$ cat src/hw/pio_table_pkg.sv
/* table sizes, pio address fields, bus timer constants and the structs
   shared by the pio table datapath, access fsm and top level. */

package pio_table_pkg;

	// pio bus and table entry widths.
	localparam int PIO_NBITS      = 32;
	localparam int ENTRY_NBITS    = 50;
	// the odd dword carries what is left above the low dword.
	localparam int HI_NBITS       = ENTRY_NBITS - PIO_NBITS;
	// 1024 entries.
	localparam int DEPTH_NBITS    = 10;
	localparam int PIO_ADDR_NBITS = 16;

	// byte address layout, index sits above the dword half select.
	localparam int HALF_BIT = 2;
	localparam int IDX_LSB  = 3;

	// slow bus tick every TICK_DIV clocks.
	localparam int TICK_DIV       = 4;
	localparam int TICK_CNT_NBITS = $clog2(TICK_DIV);
	localparam logic [TICK_CNT_NBITS-1:0] TICK_LAST = TICK_CNT_NBITS'(TICK_DIV - 1);

	// index reg, ram read, output reg.
	localparam int APP_RD_LAT = 3;

	// one-cycle pio request from the bus master.
	typedef struct packed {
		logic [PIO_ADDR_NBITS-1:0] addr;
		logic [PIO_NBITS-1:0]      wdata;
		logic                      rd;
		logic                      wr;
		logic                      ms;
	} pio_req_t;

	// application lookup request.
	typedef struct packed {
		logic                   rd;
		logic [DEPTH_NBITS-1:0] addr;
	} app_rd_t;

	// application lookup response, fixed latency.
	typedef struct packed {
		logic                   ack;
		logic [ENTRY_NBITS-1:0] data;
	} app_rsp_t;

	// per-cycle strobes from the access fsm to the datapath.
	typedef struct packed {
		logic stage_lo;
		logic commit;
		logic rd_issue;
		logic capture;
		logic send_hi;
	} pio_ctl_t;

endpackage

$ cat src/hw/pio_access_fsm.sv
/* pio access fsm. decodes pio requests into stage, commit, read low and
   read high, retries low reads around application reads, and paces the ack. */

`timescale 1ns/1ps

module pio_access_fsm import pio_table_pkg::*; (
	input  logic     clk,
	input  logic     rst_n,
	input  pio_req_t pio_req,
	input  logic     tick,
	input  logic     port_busy,
	output pio_ctl_t pio_ctl,
	output logic     pio_ack
);

	typedef enum logic [2:0] {
		IDLE,
		RD_WAIT,
		RD_CAPTURE,
		ACK_SET,
		ACK_HOLD
	} state_t;

	state_t state;
	state_t state_nxt;

	// request for this module, and which dword half it targets.
	logic req_sel;
	logic req_hi;

	assign req_sel = pio_req.ms & (pio_req.rd | pio_req.wr);
	assign req_hi  = pio_req.addr[HALF_BIT];

	always_ff @(posedge clk or negedge rst_n) begin
		if (!rst_n) begin
			state <= IDLE;
		end else begin
			state <= state_nxt;
		end
	end

	// strobes are decoded from the current state and, in IDLE, the live request.
	always_comb begin
		state_nxt = state;
		pio_ctl   = '0;
		case (state)
			IDLE: begin
				if (req_sel) begin
					if (pio_req.wr) begin
						// low half only stages, high half writes the whole entry.
						pio_ctl.stage_lo = ~req_hi;
						pio_ctl.commit   = req_hi;
						state_nxt        = ACK_SET;
					end else if (req_hi) begin
						// upper bits come from the holding register.
						pio_ctl.send_hi = 1'b1;
						state_nxt       = ACK_SET;
					end else begin
						// low read needs the ram read port.
						state_nxt = RD_WAIT;
					end
				end
			end
			RD_WAIT: begin
				// application reads own the port, retry until it is free.
				if (!port_busy) begin
					pio_ctl.rd_issue = 1'b1;
					state_nxt        = RD_CAPTURE;
				end
			end
			RD_CAPTURE: begin
				// ram output is valid one cycle after the issue.
				pio_ctl.capture = 1'b1;
				state_nxt       = ACK_SET;
			end
			ACK_SET: begin
				// first ack cycle, may already meet the tick.
				if (tick) begin
					state_nxt = IDLE;
				end else begin
					state_nxt = ACK_HOLD;
				end
			end
			ACK_HOLD: begin
				// hold ack for the slow bus until its next tick.
				if (tick) begin
					state_nxt = IDLE;
				end
			end
			default: begin
				state_nxt = IDLE;
			end
		endcase
	end

	// ack is high in both ack states, straight from the state register.
	assign pio_ack = (state == ACK_SET) || (state == ACK_HOLD);

	// the master waits for the ack to rise and fall before its next request.
	fsm_req_when_idle: assert property (@(posedge clk) disable iff (!rst_n)
		req_sel |-> state == IDLE)
		else $error("pio request while the access fsm is busy");

	// a ram write and a pio ram read never share a cycle.
	fsm_commit_read_excl: assert property (@(posedge clk) disable iff (!rst_n)
		!(pio_ctl.commit && pio_ctl.rd_issue))
		else $error("commit and rd_issue high together");

endmodule

$ cat config.mk
export PLATFORM = sky130hd
export DESIGN_NAME = pio_access_fsm
export DESIGN_NICKNAME = d
export VERILOG_FILES = /design/src/hw/pio_table_pkg.sv /design/src/hw/pio_access_fsm.sv
export SDC_FILE = /design/constraint.sdc
export NUM_CORES = 1
export LEC_CHECK = 0
export ABC_AREA = 0
export BUFFER_PORTS_ARGS = -buffer_cell sky130_fd_sc_hd__clkbuf_2
export CAP_MARGIN = 30
export CORE_AREA = 3 3 40 42
export CTS_CLUSTER_DIAMETER = 80
export DETAILED_ROUTE_END_ITERATION = 8
export DIE_AREA = 0 0 43 45
export GPL_TIMING_DRIVEN = 0
export PLACE_DENSITY = 0.69
export SETUP_SLACK_MARGIN = 0.02
export SLEW_MARGIN = 20
export SYNTH_ARGS = -nofsm -noshare
export SYNTH_HDL_FRONTEND = slang
export SYNTH_SLANG_ARGS = --single-unit
$ cat constraint.sdc
create_clock -name clk -period 1.7 [get_ports clk]
set_input_delay 0.17 -clock clk [delete_from_list [all_inputs] [get_ports clk]]
set_output_delay 0.17 -clock clk [all_outputs]
set_load 0.01 [all_outputs]
Word level (Yosys, flattened, before mapping)

Cells that the tools add are included.

Register bits: 3
Logic and storage cells: 31

Eq/ne operators: 7
Muxes and demuxes: 17
Bitwise logic cells: 3
Reductions and logical operators: 3

Operators by type and width:

| operator                                                        | number |
|---|---|
| 3-bit 2-to-1 mux                                                | 5 |
| 3-bit one-hot mux with 5 select lines                           | 1 |
| 2-bit 2-to-1 mux                                                | 4 |
| 1-bit 2-to-1 mux                                                | 7 |
| 3-bit by 2-bit == test with 1-bit output, second input constant | 2 |
| 2-bit inequality test, second input constant                    | 3 |
| 3-bit by 1-bit == test with 1-bit output, second input constant | 1 |
| 3-bit == test, second input constant                            | 1 |
| 3-bit logical NOT                                               | 1 |
| 3-bit AND reduction                                             | 1 |
| 1-bit AND                                                       | 1 |
| 1-bit logical OR                                                | 1 |
| 1-bit inverter                                                  | 1 |
| 1-bit bitwise OR                                                | 1 |

Longest topological paths before layout

Gate-level depths: netlist (run 1).

Depth in word-level cells: 4
Depth in mapped cells: 3

Worst setup path after synthesis (run 1)

No wires, ideal clock.

Path kind: register to output
Start point: reg state[0]
End point: out pio_ctl[0] (netlist bit)
Data arrival time: 997 ps
Required time: 1,530 ps
Path slack: 533 ps
Stages on the path, launching flop included: 4
Cells stage by stage: dfrtp_1 -> nor3_1 -> nand2_1 -> nor3_1

RTL lines:

| what                     | line                 | source |
|---|---|---|
| start: declaration       | pio_access_fsm.sv:24 | `state_t state;` |
| start signal: assignment | pio_access_fsm.sv:38 | `state <= state_nxt;` |
| end: declaration         | pio_access_fsm.sv:12 | `output pio_ctl_t pio_ctl,` |

==> results of run 1 <==
worst max-delay path, delay by kind of cell, from the launching register on:
kind                   cells  cell delay, ns
buffers and inverters      1            0.16
DFF                        1            0.42
and+or+nand+nor            3            0.49
stage by stage:
stage | instance area [µm²] | setup WS [ns] | utilization (%) | power (mW) | instances
2_1_floorplan | 195 | 0.533 | - | 0.288 | 23
3_3_place_gp | 279 | 0.440 | 21.7 | 0.358 | 51
3_5_place_dp | 279 | 0.402 | 21.7 | 0.359 | 51
4_1_cts | 315 | 0.148 | 24.5 | 0.493 | 56
5_1_grt | 320 | 0.0908 | 24.9 | 0.552 | 56
6_report | 320 | 0.224 | 24.9 | 0.489 | 56
kinds of logic (layout without fill, tap and decap cells):
logic type             count (synthesis)  in the layout  share of synthesized area [%]
buffers and inverters                  0             18                              0
AND/OR/NAND/NOR                       16             16                           46.8
AO/OA/AOI/OAI                          3              3                           9.61
multiplexers                           1              1                           5.13
flip-flops                             3              3                           38.5
power breakdown:
part           switching (mW)  total, mW  leakage (nW)  internal (mW)
combinational          0.0937      0.213         0.108          0.119
sequential             0.0504      0.154        0.0375          0.104
clock                  0.0343      0.122        0.0150         0.0877
layout make-up:
class / count / area [µm²] / share of cell area [%]
tap: 15 / 18.8 / 5.86
multi-input combinational: 20 / 125 / 39.1
clock buffer: 4 / 26.3 / 8.20
timing repair buffer: 14 / 75.1 / 23.4
sequential: 3 / 75.1 / 23.4
worst max path at each step:
stage	slack, ns	cells past startpoint	end
after CTS	0.15	4	pio_ctl[0]
after global placement	0.44	4	pio_ctl[0]
after floorplan	0.53	3	pio_ctl[0]
after detailed placement	0.40	4	pio_ctl[0]
final	0.22	4	pio_ctl[0]
after global routing	0.09	4	pio_ctl[0]
metal layers:
| layer | part of all wire, % | vias up | global-route usage (%) |
|---|---|---|---|
| li1 | - | 119 | - |
| met1 | 44 | 101 | 7.52 |
| met2 | 38 | 14 | 9.28 |
| met3 | 11 | 2 | 4.78 |
| met4 | 6.0 | 0 | 9.04 |
| met5 | 0 | - | 0 |
layout by cell type (no fill, tap or decap):
cell / Yosys / final
dfrtp_1: 3 / 3
and3b_2: 1 / 1
a21oi_1: 1 / 1
nor3_2: 0 / 1
nor2b_1: 1 / 1
and2_4: 1 / 1
nor3b_1: 1 / 1
nand2_1: 2 / 2
nor2_1: 3 / 3
nand2b_1: 3 / 3
dlygate4sd3_1: 0 / 1
nor3_1: 3 / 2
o21ai_0: 1 / 1
or3_1: 1 / 1
mux2i_1: 1 / 1
clkbuf_1: 0 / 1
clkbuf_2: 0 / 13
a221oi_1: 1 / 1
clkbuf_4: 0 / 3
timing repair:
action / 4_1_cts / 5_1_grt
hold endpoints to repair: 3 / 0
gates resized for setup: 0 / 1
hold buffers: 1 / 0
endpoints found under the setup margin: 0 / 1
==> run_results.csv, run 1 <==
group,metric,value,unit
run_status,status,"finished, final reports clean",
yosys,yosysWarnings,0,
clock_tree,cts.htree.levels,1,
grt,grt-ovfl-total,0,
sta,fin_crit,1.48,ns
yosys,synth.distinct_cells,14,
placed_design,gp_congestion,0.687,
worst_setup_path,timing.rr.end,"state[1]",
floorplanning,die_w,43,µm
yosys,synth.area.top_cells,"dfrtp_1 38%, nand2b_1 9.6%, nor3_1 7.7%",
worst_setup_path,critPathKind,"flip-flop to output port",
cells_and_area,largest_reg_flops,3,
min_path,holdPathEnd,"state[2]",
min_path,min_from,"tick",
power,ir_drop,416,µV
clock_tree,root_buffer,"clkbuf_4",
worst_setup_path,critical-path-max-stage-delay,0.42,ns
yosys,synthFlopType,"dfrtp_1",
cells_and_area,largest_register,"state",
sta,hold_viol,0,
sta,fin_skew,0.00359,ns
floorplanning,dieArea,1940,µm²
placed_design,io_buffer_count,13,
drt,wire_per_inst,8.89,µm
yosys,async_reset_ff_share,100,%
yosys,synth_edf_count,0,
sta,setup_violations,0,
grt,grt_pass1_wl,931,µm
worst_setup_path,critPathLaunch,"state[0]",
worst_setup_path,cp-end-kind,"output port",
clock_tree,post-cts-setup-buffers,0,
yosys,netlist_area,195,µm²
drt,vias,236,
yosys,yosysSeqAreaShare,38.5,%
floorplanning,start_util,15.2,%
worst_setup_path,critical_path_arrival,1.31,ns
clock_tree,clk_path_buf_depth,2,
yosys,synth_common_cells,"3 x dfrtp_1, 3 x nand2b_1, 3 x nor2_1, 3 x nor3_1, 2 x nand2_1",
cells_and_area,syn2layout_area_growth,64.1,%
worst_setup_path,crit_path_max_fanout,6,
worst_setup_path,worstRegToRegCells,3,
cells_and_area,layout-drive-gt1-share,46.3,%
yosys,yosysTopAreaCell,"dfrtp_1",
sta,slew_viol_final,0,
floorplanning,core.rowCount,13,
worst_setup_path,r2r_start,"state[0]",
sta,tightest_slew,0.272,ns
clock_tree,clk_pin_slew,0.04,ns
yosys,ys_seq_elements,3,
clock_tree,clk_latency,0.23,ns
yosys,synthDominantCellAreaShare,38.5,%
cells_and_area,fillers,137,
power,p_leak,0.160,nW
floorplanning,core-area,1280,µm²
grt,track_usage,7.43,%
worst_setup_path,crit_path_start_kind,"flip-flop",
floorplanning,io_pins,61,
clock_tree,numClockSinks,3,
cells_and_area,final_net_count,97,
drt,via_per_inst,4.21,
grt,grt_pass1_vias,233,
clock_tree,cts_buffers,3,
sta,hold_slack,0.0919,ns
power,p_per_area,1530,nW/µm²
drt,drc,0,
drt,firstDrtPassIters,4,
sta,rsz0062_at_grt,"false",
sta,post-route-period-util,86.8,%
worst_setup_path,path_cells,"nor3_2 > nand2_1 > nor3_1 > clkbuf_2",
grt,antenna_found_initial,0,
yosys,netlist_instances,23,
cells_and_area,antenna_cells,0,
worst_setup_path,worstPathRequired,1.53,ns
sta,maxClockFrequency,0.678,GHz
yosys,syn_nets,78,
sta,slew-limit-headroom,81.7,%
min_path,hold_path_class,"primary input to flip-flop",
worst_setup_path,slowest_stage,"dfrtp_1",
worst_setup_path,r2r_slack,0.55,ns
drt,antenna_left,0,
grt,grt_max_degree,7,
yosys,syn-mean-instance-area,8.49,µm²
cells_and_area,largestRegisters,"state (3)",
drt,drt-initial-drc-count,7,
clock_tree,tritoncts,"done",
floorplanning,die_h,45,µm
placed_design,place_hpwl,402,µm
drt,wl,498,µm
min_path,min_delay_path_depth,2,
sta,setup_tns,0,ns
flow_run,max_cap_violations,0,
(Power assumes the default switching activity.)
==> run 2, diff against run 1 <==
--- a/config.mk
+++ b/config.mk
@@ -8,12 +8,14 @@
 export ABC_AREA = 0
 export BUFFER_PORTS_ARGS = -buffer_cell sky130_fd_sc_hd__clkbuf_2
 export CAP_MARGIN = 30
-export CORE_AREA = 3 3 40 42
+export CELL_PAD_IN_SITES_DETAIL_PLACEMENT = 1
+export CELL_PAD_IN_SITES_GLOBAL_PLACEMENT = 1
+export CORE_MARGIN = 3
+export CORE_UTILIZATION = 10
 export CTS_CLUSTER_DIAMETER = 80
 export DETAILED_ROUTE_END_ITERATION = 8
-export DIE_AREA = 0 0 43 45
 export GPL_TIMING_DRIVEN = 0
-export PLACE_DENSITY = 0.69
+export PLACE_DENSITY = 0.92
 export SETUP_SLACK_MARGIN = 0.02
 export SLEW_MARGIN = 20
 export SYNTH_ARGS = -nofsm -noshare
==> constraint.sdc (replaced) <==
create_clock -name clk -period 1.7 [get_ports clk]
set_input_delay 0.34 -clock clk [delete_from_list [all_inputs] [get_ports clk]]
set_output_delay 0.34 -clock clk [all_outputs]
set_load 0.01 [all_outputs]
==> run_results.csv, run 2 (same netlist as run 1, synthesis figures left out) <==
group,metric,value,unit
sta,fin_crit,1.61,ns
cells_and_area,largestRegisters,"state (3)",
worst_setup_path,critPathKind,"flip-flop to output port",
drt,vias,238,
floorplanning,core-area,1780,µm²
worst_setup_path,worstPathRequired,1.36,ns
clock_tree,cts.htree.levels,1,
cells_and_area,final_net_count,97,
cells_and_area,layout-drive-gt1-share,51.2,%
power,ir_drop,368,µV
placed_design,place_area,292,µm²
placed_design,placed_cells_incl_taps,61,
worst_setup_path,r2r_slack,0.50,ns
power,finalPower,0.518,mW
worst_setup_path,crit_path_start_kind,"flip-flop",
power,p_leak,0.162,nW
cells_and_area,mostFrequentLayoutCell,"clkbuf_2",
clock_tree,cts_buffers,3,
cells_and_area,stdcell_area,345,µm²
cells_and_area,antenna_cells,0,
flow_run,max_cap_violations,0,
floorplanning,core.rowCount,15,
sta,maxClockFrequency,0.622,GHz
clock_tree,clk_path_buf_depth,2,
sta,setup_ws,0.0935,ns
min_path,hold_path_class,"primary input to flip-flop",
sta,post-route-period-util,94.5,%
clock_tree,clk_pin_slew,0.04,ns
sta,rsz0062_at_grt,"true",
drt,wire_per_inst,9.02,µm
drt,drt-initial-drc-count,1,
worst_setup_path,cp-end-kind,"output port",
power,p_per_area,1500,nW/µm²
drt,via_per_inst,3.61,
grt,gr-usage-met1,5.81,%
drt,drc,0,
sta,setup_violations,0,
sta,slew_viol_final,0,
cells_and_area,largest_register,"state",
grt,grt-ovfl-total,0,
placed_design,gp_congestion,0.616,
sta,slew-limit-headroom,80.4,%
placed_design,place_hpwl,510,µm
grt,globalRouteMet3Util,3.86,%
placed_design,io_buffer_count,13,
floorplanning,dieArea,2520,µm²
drt,firstDrtPassIters,3,
floorplanning,die_h,50.2,µm
grt,track_usage,5.85,%
cells_and_area,layout_common_cells,"12 x clkbuf_2, 3 x nor2_1, 3 x nand2b_1, 3 x clkbuf_4",
worst_setup_path,critical_path_arrival,1.27,ns
run_status,status,"finished, final reports clean",
clock_tree,root_buffer,"clkbuf_4",
cells_and_area,syn2layout_area_growth,76.9,%
floorplanning,die_w,50.2,µm
clock_tree,numClockSinks,3,
cells_and_area,layoutNonFillerInstCount,66,
grt,grt_pass1_vias,265,
grt,grt.busiest_layer,"met2",
worst_setup_path,crit_path_max_fanout,5,
cells_and_area,largest_reg_flops,3,
floorplanning,start_util,10.9,%
clock_tree,post-cts-setup-buffers,0,
placed_design,post-place-ws,0.248,ns
grt,grt_max_degree,7,
sta,hold_viol,0,
sta,setup_tns,0,ns
grt,grt_pass1_wl,1.07,mm
grt,antenna_found_initial,0,
clock_tree,clk_latency,0.23,ns
sta,fin_skew,0.00597,ns
grt,grtUsageMet2,9.35,%
drt,antenna_left,0,
clock_tree,tritoncts,"done",
sta,tightest_slew,0.291,ns
floorplanning,io_pins,61,
drt,wl,595,µm
run 2: cell count changes in the layout (fill, tap and decap cells not counted), sizes merged:
cell / previous run / this run
buf: 0 / 1
clkbuf: 17 / 16
run 2: routing by layer:
metal / share of wire, % / vias up
li1: - / 119
met1: 44 / 108
met2: 46 / 11
met3: 9.2 / 0
met4: 0 / 0
met5: 0 / -
run 2: timing repair:
action                                  CTS  global route
resized for setup                         1             4
cloned                                    0             0
hold buffers                              1             0
pin swaps                                 0             1
endpoints found under the hold margin     3             0
endpoints found under the setup margin    1             3
run 2: layout make-up:
| class | instances | area, µm² |
|---|---|---|
| multi-input cells | 20 | 136 |
| repair buffers | 14 | 75.1 |
| well taps | 25 | 31.3 |
| flip-flops and latches | 3 | 76.3 |
| fillers | 218 | 1440 |
| clock buffers | 4 | 26.3 |
run 2: report_power, final:
group          internal [mW]  switching (mW)
clock network         0.0878          0.0360
registers              0.105          0.0634
logic                  0.127          0.0980
total                  0.320           0.197
run 2: through the flow:
step / utilization (%) / hold slack (ns)
after floorplan: - / 0.0444
after global placement: 16.4 / 0.138
after detailed placement: 16.4 / 0.140
after CTS: 18.7 / 0.240
after global routing: 19.4 / 0.250
final: 19.4 / 0.250
run 2: critical path, cell delays in order, from the launching register on:
cell and delay [ns]:
dfrtp_2 0.44, nor3_4 0.19, nand2_1 0.09, nor3_1 0.15, buf_2 0.16
run 2: path summary, 6_finish.rpt:
check                         start    endpoint  cells after the start
max                        state[2]  pio_ctl[0]                      4
min                            tick    state[2]                      2
max reg2reg                state[0]    state[1]                      3
min reg2reg                state[2]    state[0]                      1
max in group asynchronous     rst_n    state[2]                      2
min in group asynchronous     rst_n    state[2]                      2
==> run 3, diff against run 2 <==
--- a/config.mk
+++ b/config.mk
@@ -21,3 +21,4 @@
 export SYNTH_ARGS = -nofsm -noshare
 export SYNTH_HDL_FRONTEND = slang
 export SYNTH_SLANG_ARGS = --single-unit
+export TNS_END_PERCENT = 20
==> constraint.sdc (replaced) <==
create_clock -name clk -period 2 [get_ports clk]
set_input_delay 0.4 -clock clk [delete_from_list [all_inputs] [get_ports clk]]
set_output_delay 0.4 -clock clk [all_outputs]
set_load 0.01 [all_outputs]
==> run_results.csv, run 3 (same netlist as run 1, synthesis figures left out) <==
group,metric,value,unit
clock_tree,post-cts-setup-buffers,0,
sta,setup_violations,0,
cells_and_area,mostFrequentLayoutCell,"clkbuf_2",
clock_tree,clk_latency,0.23,ns
sta,maxClockFrequency,0.579,GHz
power,power_frac_seq,30.9,%
power,power_switching_share,37.0,%
cells_and_area,layout-drive-gt1-share,43.9,%
min_path,min_delay_path_depth,2,
worst_setup_path,r2r_start,"state[0]",
cells_and_area,antenna_cells,0,
clock_tree,clk_pin_slew,0.04,ns
clock_tree,root_buffer,"clkbuf_4",
drt,antenna_left,0,
placed_design,gp_congestion,0.616,
cells_and_area,fillers,219,
clock_tree,clk_path_buf_depth,2,
floorplanning,core-area,1780,µm²
grt,track_usage,5.48,%
cells_and_area,largest_reg_flops,3,
drt,firstDrtPassIters,1,
power,internal_power,0.261,mW
drt,drc,0,
sta,slew-limit-headroom,80.2,%
floorplanning,die_w,50.2,µm
floorplanning,dieArea,2520,µm²
placed_design,placed_cells_incl_taps,61,
placed_design,io_buffer_count,13,
worst_setup_path,crit_path_start_kind,"flip-flop",
grt,grt_pass1_wl,1.00,mm
drt,drt-initial-drc-count,0,
worst_setup_path,critPathKind,"flip-flop to output port",
clock_tree,cts_buffers,3,
cells_and_area,layoutNonFillerInstCount,66,
placed_design,place_hpwl,510,µm
worst_setup_path,worstRegToRegCells,3,
grt,grt-ovfl-total,0,
power,switching_power,0.154,mW
grt,antenna_found_initial,0,
grt,grt_pass1_vias,260,
min_path,holdPathEnd,"state[2]",
worst_setup_path,critical_path_arrival,1.33,ns
sta,tightest_slew,0.295,ns
worst_setup_path,r2r_slack,0.85,ns
sta,fin_skew,0.00597,ns
min_path,hold_path_class,"primary input to flip-flop",
sta,setup_tns,0,ns
sta,hold_viol,0,
cells_and_area,utilization,18.4,%
power,ir_drop,303,µV
sta,slew_viol_final,0,
drt,via_per_inst,3.56,
drt,wl,587,µm
clock_tree,numClockSinks,3,
cells_and_area,syn2layout_area_growth,67.9,%
sta,hold_slack,0.314,ns
clock_tree,tritoncts,"done",
floorplanning,core.rowCount,15,
cells_and_area,final_net_count,97,
floorplanning,io_pins,61,
floorplanning,die_h,50.2,µm
cells_and_area,largest_register,"state",
min_path,min_from,"tick",
worst_setup_path,timing.rr.end,"state[1]",
power,p_leak,0.159,nW
floorplanning,start_util,10.9,%
power,p_per_area,1270,nW/µm²
sta,post-route-period-util,86.4,%
drt,wire_per_inst,8.89,µm
flow_run,max_cap_violations,0,
clock_tree,cts.htree.levels,1,
grt,grt_max_degree,7,
worst_setup_path,crit_path_max_fanout,6,
drt,vias,235,
worst_setup_path,worstPathRequired,1.60,ns
cells_and_area,largestRegisters,"state (3)",
power,p_comb_share,43.7,%
worst_setup_path,cp-end-kind,"output port",
run_status,status,"finished, final reports clean",
sta,fin_crit,1.73,ns
sta,rsz0062_at_grt,"false",
power,clock_power_share,25.3,%
## run 3: through the flow
step | instance area [µm²] | setup WS (ns) | total power, mW
after CTS | 328 | 0.232 | 0.430
after detailed placement | 292 | 0.488 | 0.315
after global placement | 292 | 0.505 | 0.304
after global routing | 328 | 0.151 | 0.456
final | 328 | 0.272 | 0.415
after floorplan | 195 | 0.603 | 0.245
## run 3: what timing repair did
item / 4_1_cts / 5_1_grt
endpoints found under the hold margin: 3 / 0
resized for setup: 0 / 0
endpoints found under the setup margin: 0 / 0
hold buffers: 1 / 0
## run 3: worst max-delay path by stage
stage                        start         end  slack (ns)  cells after the start
after floorplan           state[0]  pio_ctl[0]        0.60                      3
after global placement    state[0]  pio_ctl[0]        0.51                      4
after detailed placement  state[0]  pio_ctl[0]        0.49                      4
after CTS                 state[0]  pio_ctl[0]        0.23                      4
after global routing      state[0]  pio_ctl[0]        0.15                      4
final                     state[0]  pio_ctl[0]        0.27                      4
## run 3: cell type report
cell class / count / area, µm² / area share [%]
multi-input combinational: 20 / 120 / 36.6
timing repair buffer: 14 / 75.1 / 22.9
sequential: 3 / 75.1 / 22.9
tap: 25 / 31.3 / 9.54
clock buffer: 4 / 26.3 / 8.02
## run 3: power groups by stage
| stage | sequential, mW | combinational, mW | clock (mW) |
|---|---|---|---|
| after global placement | 0.126 | 0.178 | 0 |
| after CTS | 0.129 | 0.187 | 0.114 |
| after detailed placement | 0.129 | 0.185 | 0 |
| after floorplan | 0.119 | 0.126 | 0 |
| after global routing | 0.136 | 0.201 | 0.119 |
| final | 0.128 | 0.182 | 0.105 |
## run 3: worst max-delay path: stages, from the launching register on
cell      delay [ns]
dfrtp_1         0.42
nor3_1          0.25
nand2_1         0.11
nor3_1          0.17
clkbuf_2        0.16
## run 3: layer usage
metal | GRT usage (%) | vias up | wire length [µm] | part of all wire, %
met5 | 0 | - | 0 | 0
met4 | 2.76 | 0 | 0 | 0
met3 | 3.86 | 0 | 55 | 9.4
met2 | 8.91 | 11 | 264 | 45
met1 | 5.08 | 105 | 267 | 45
li1 | - | 119 | - | -
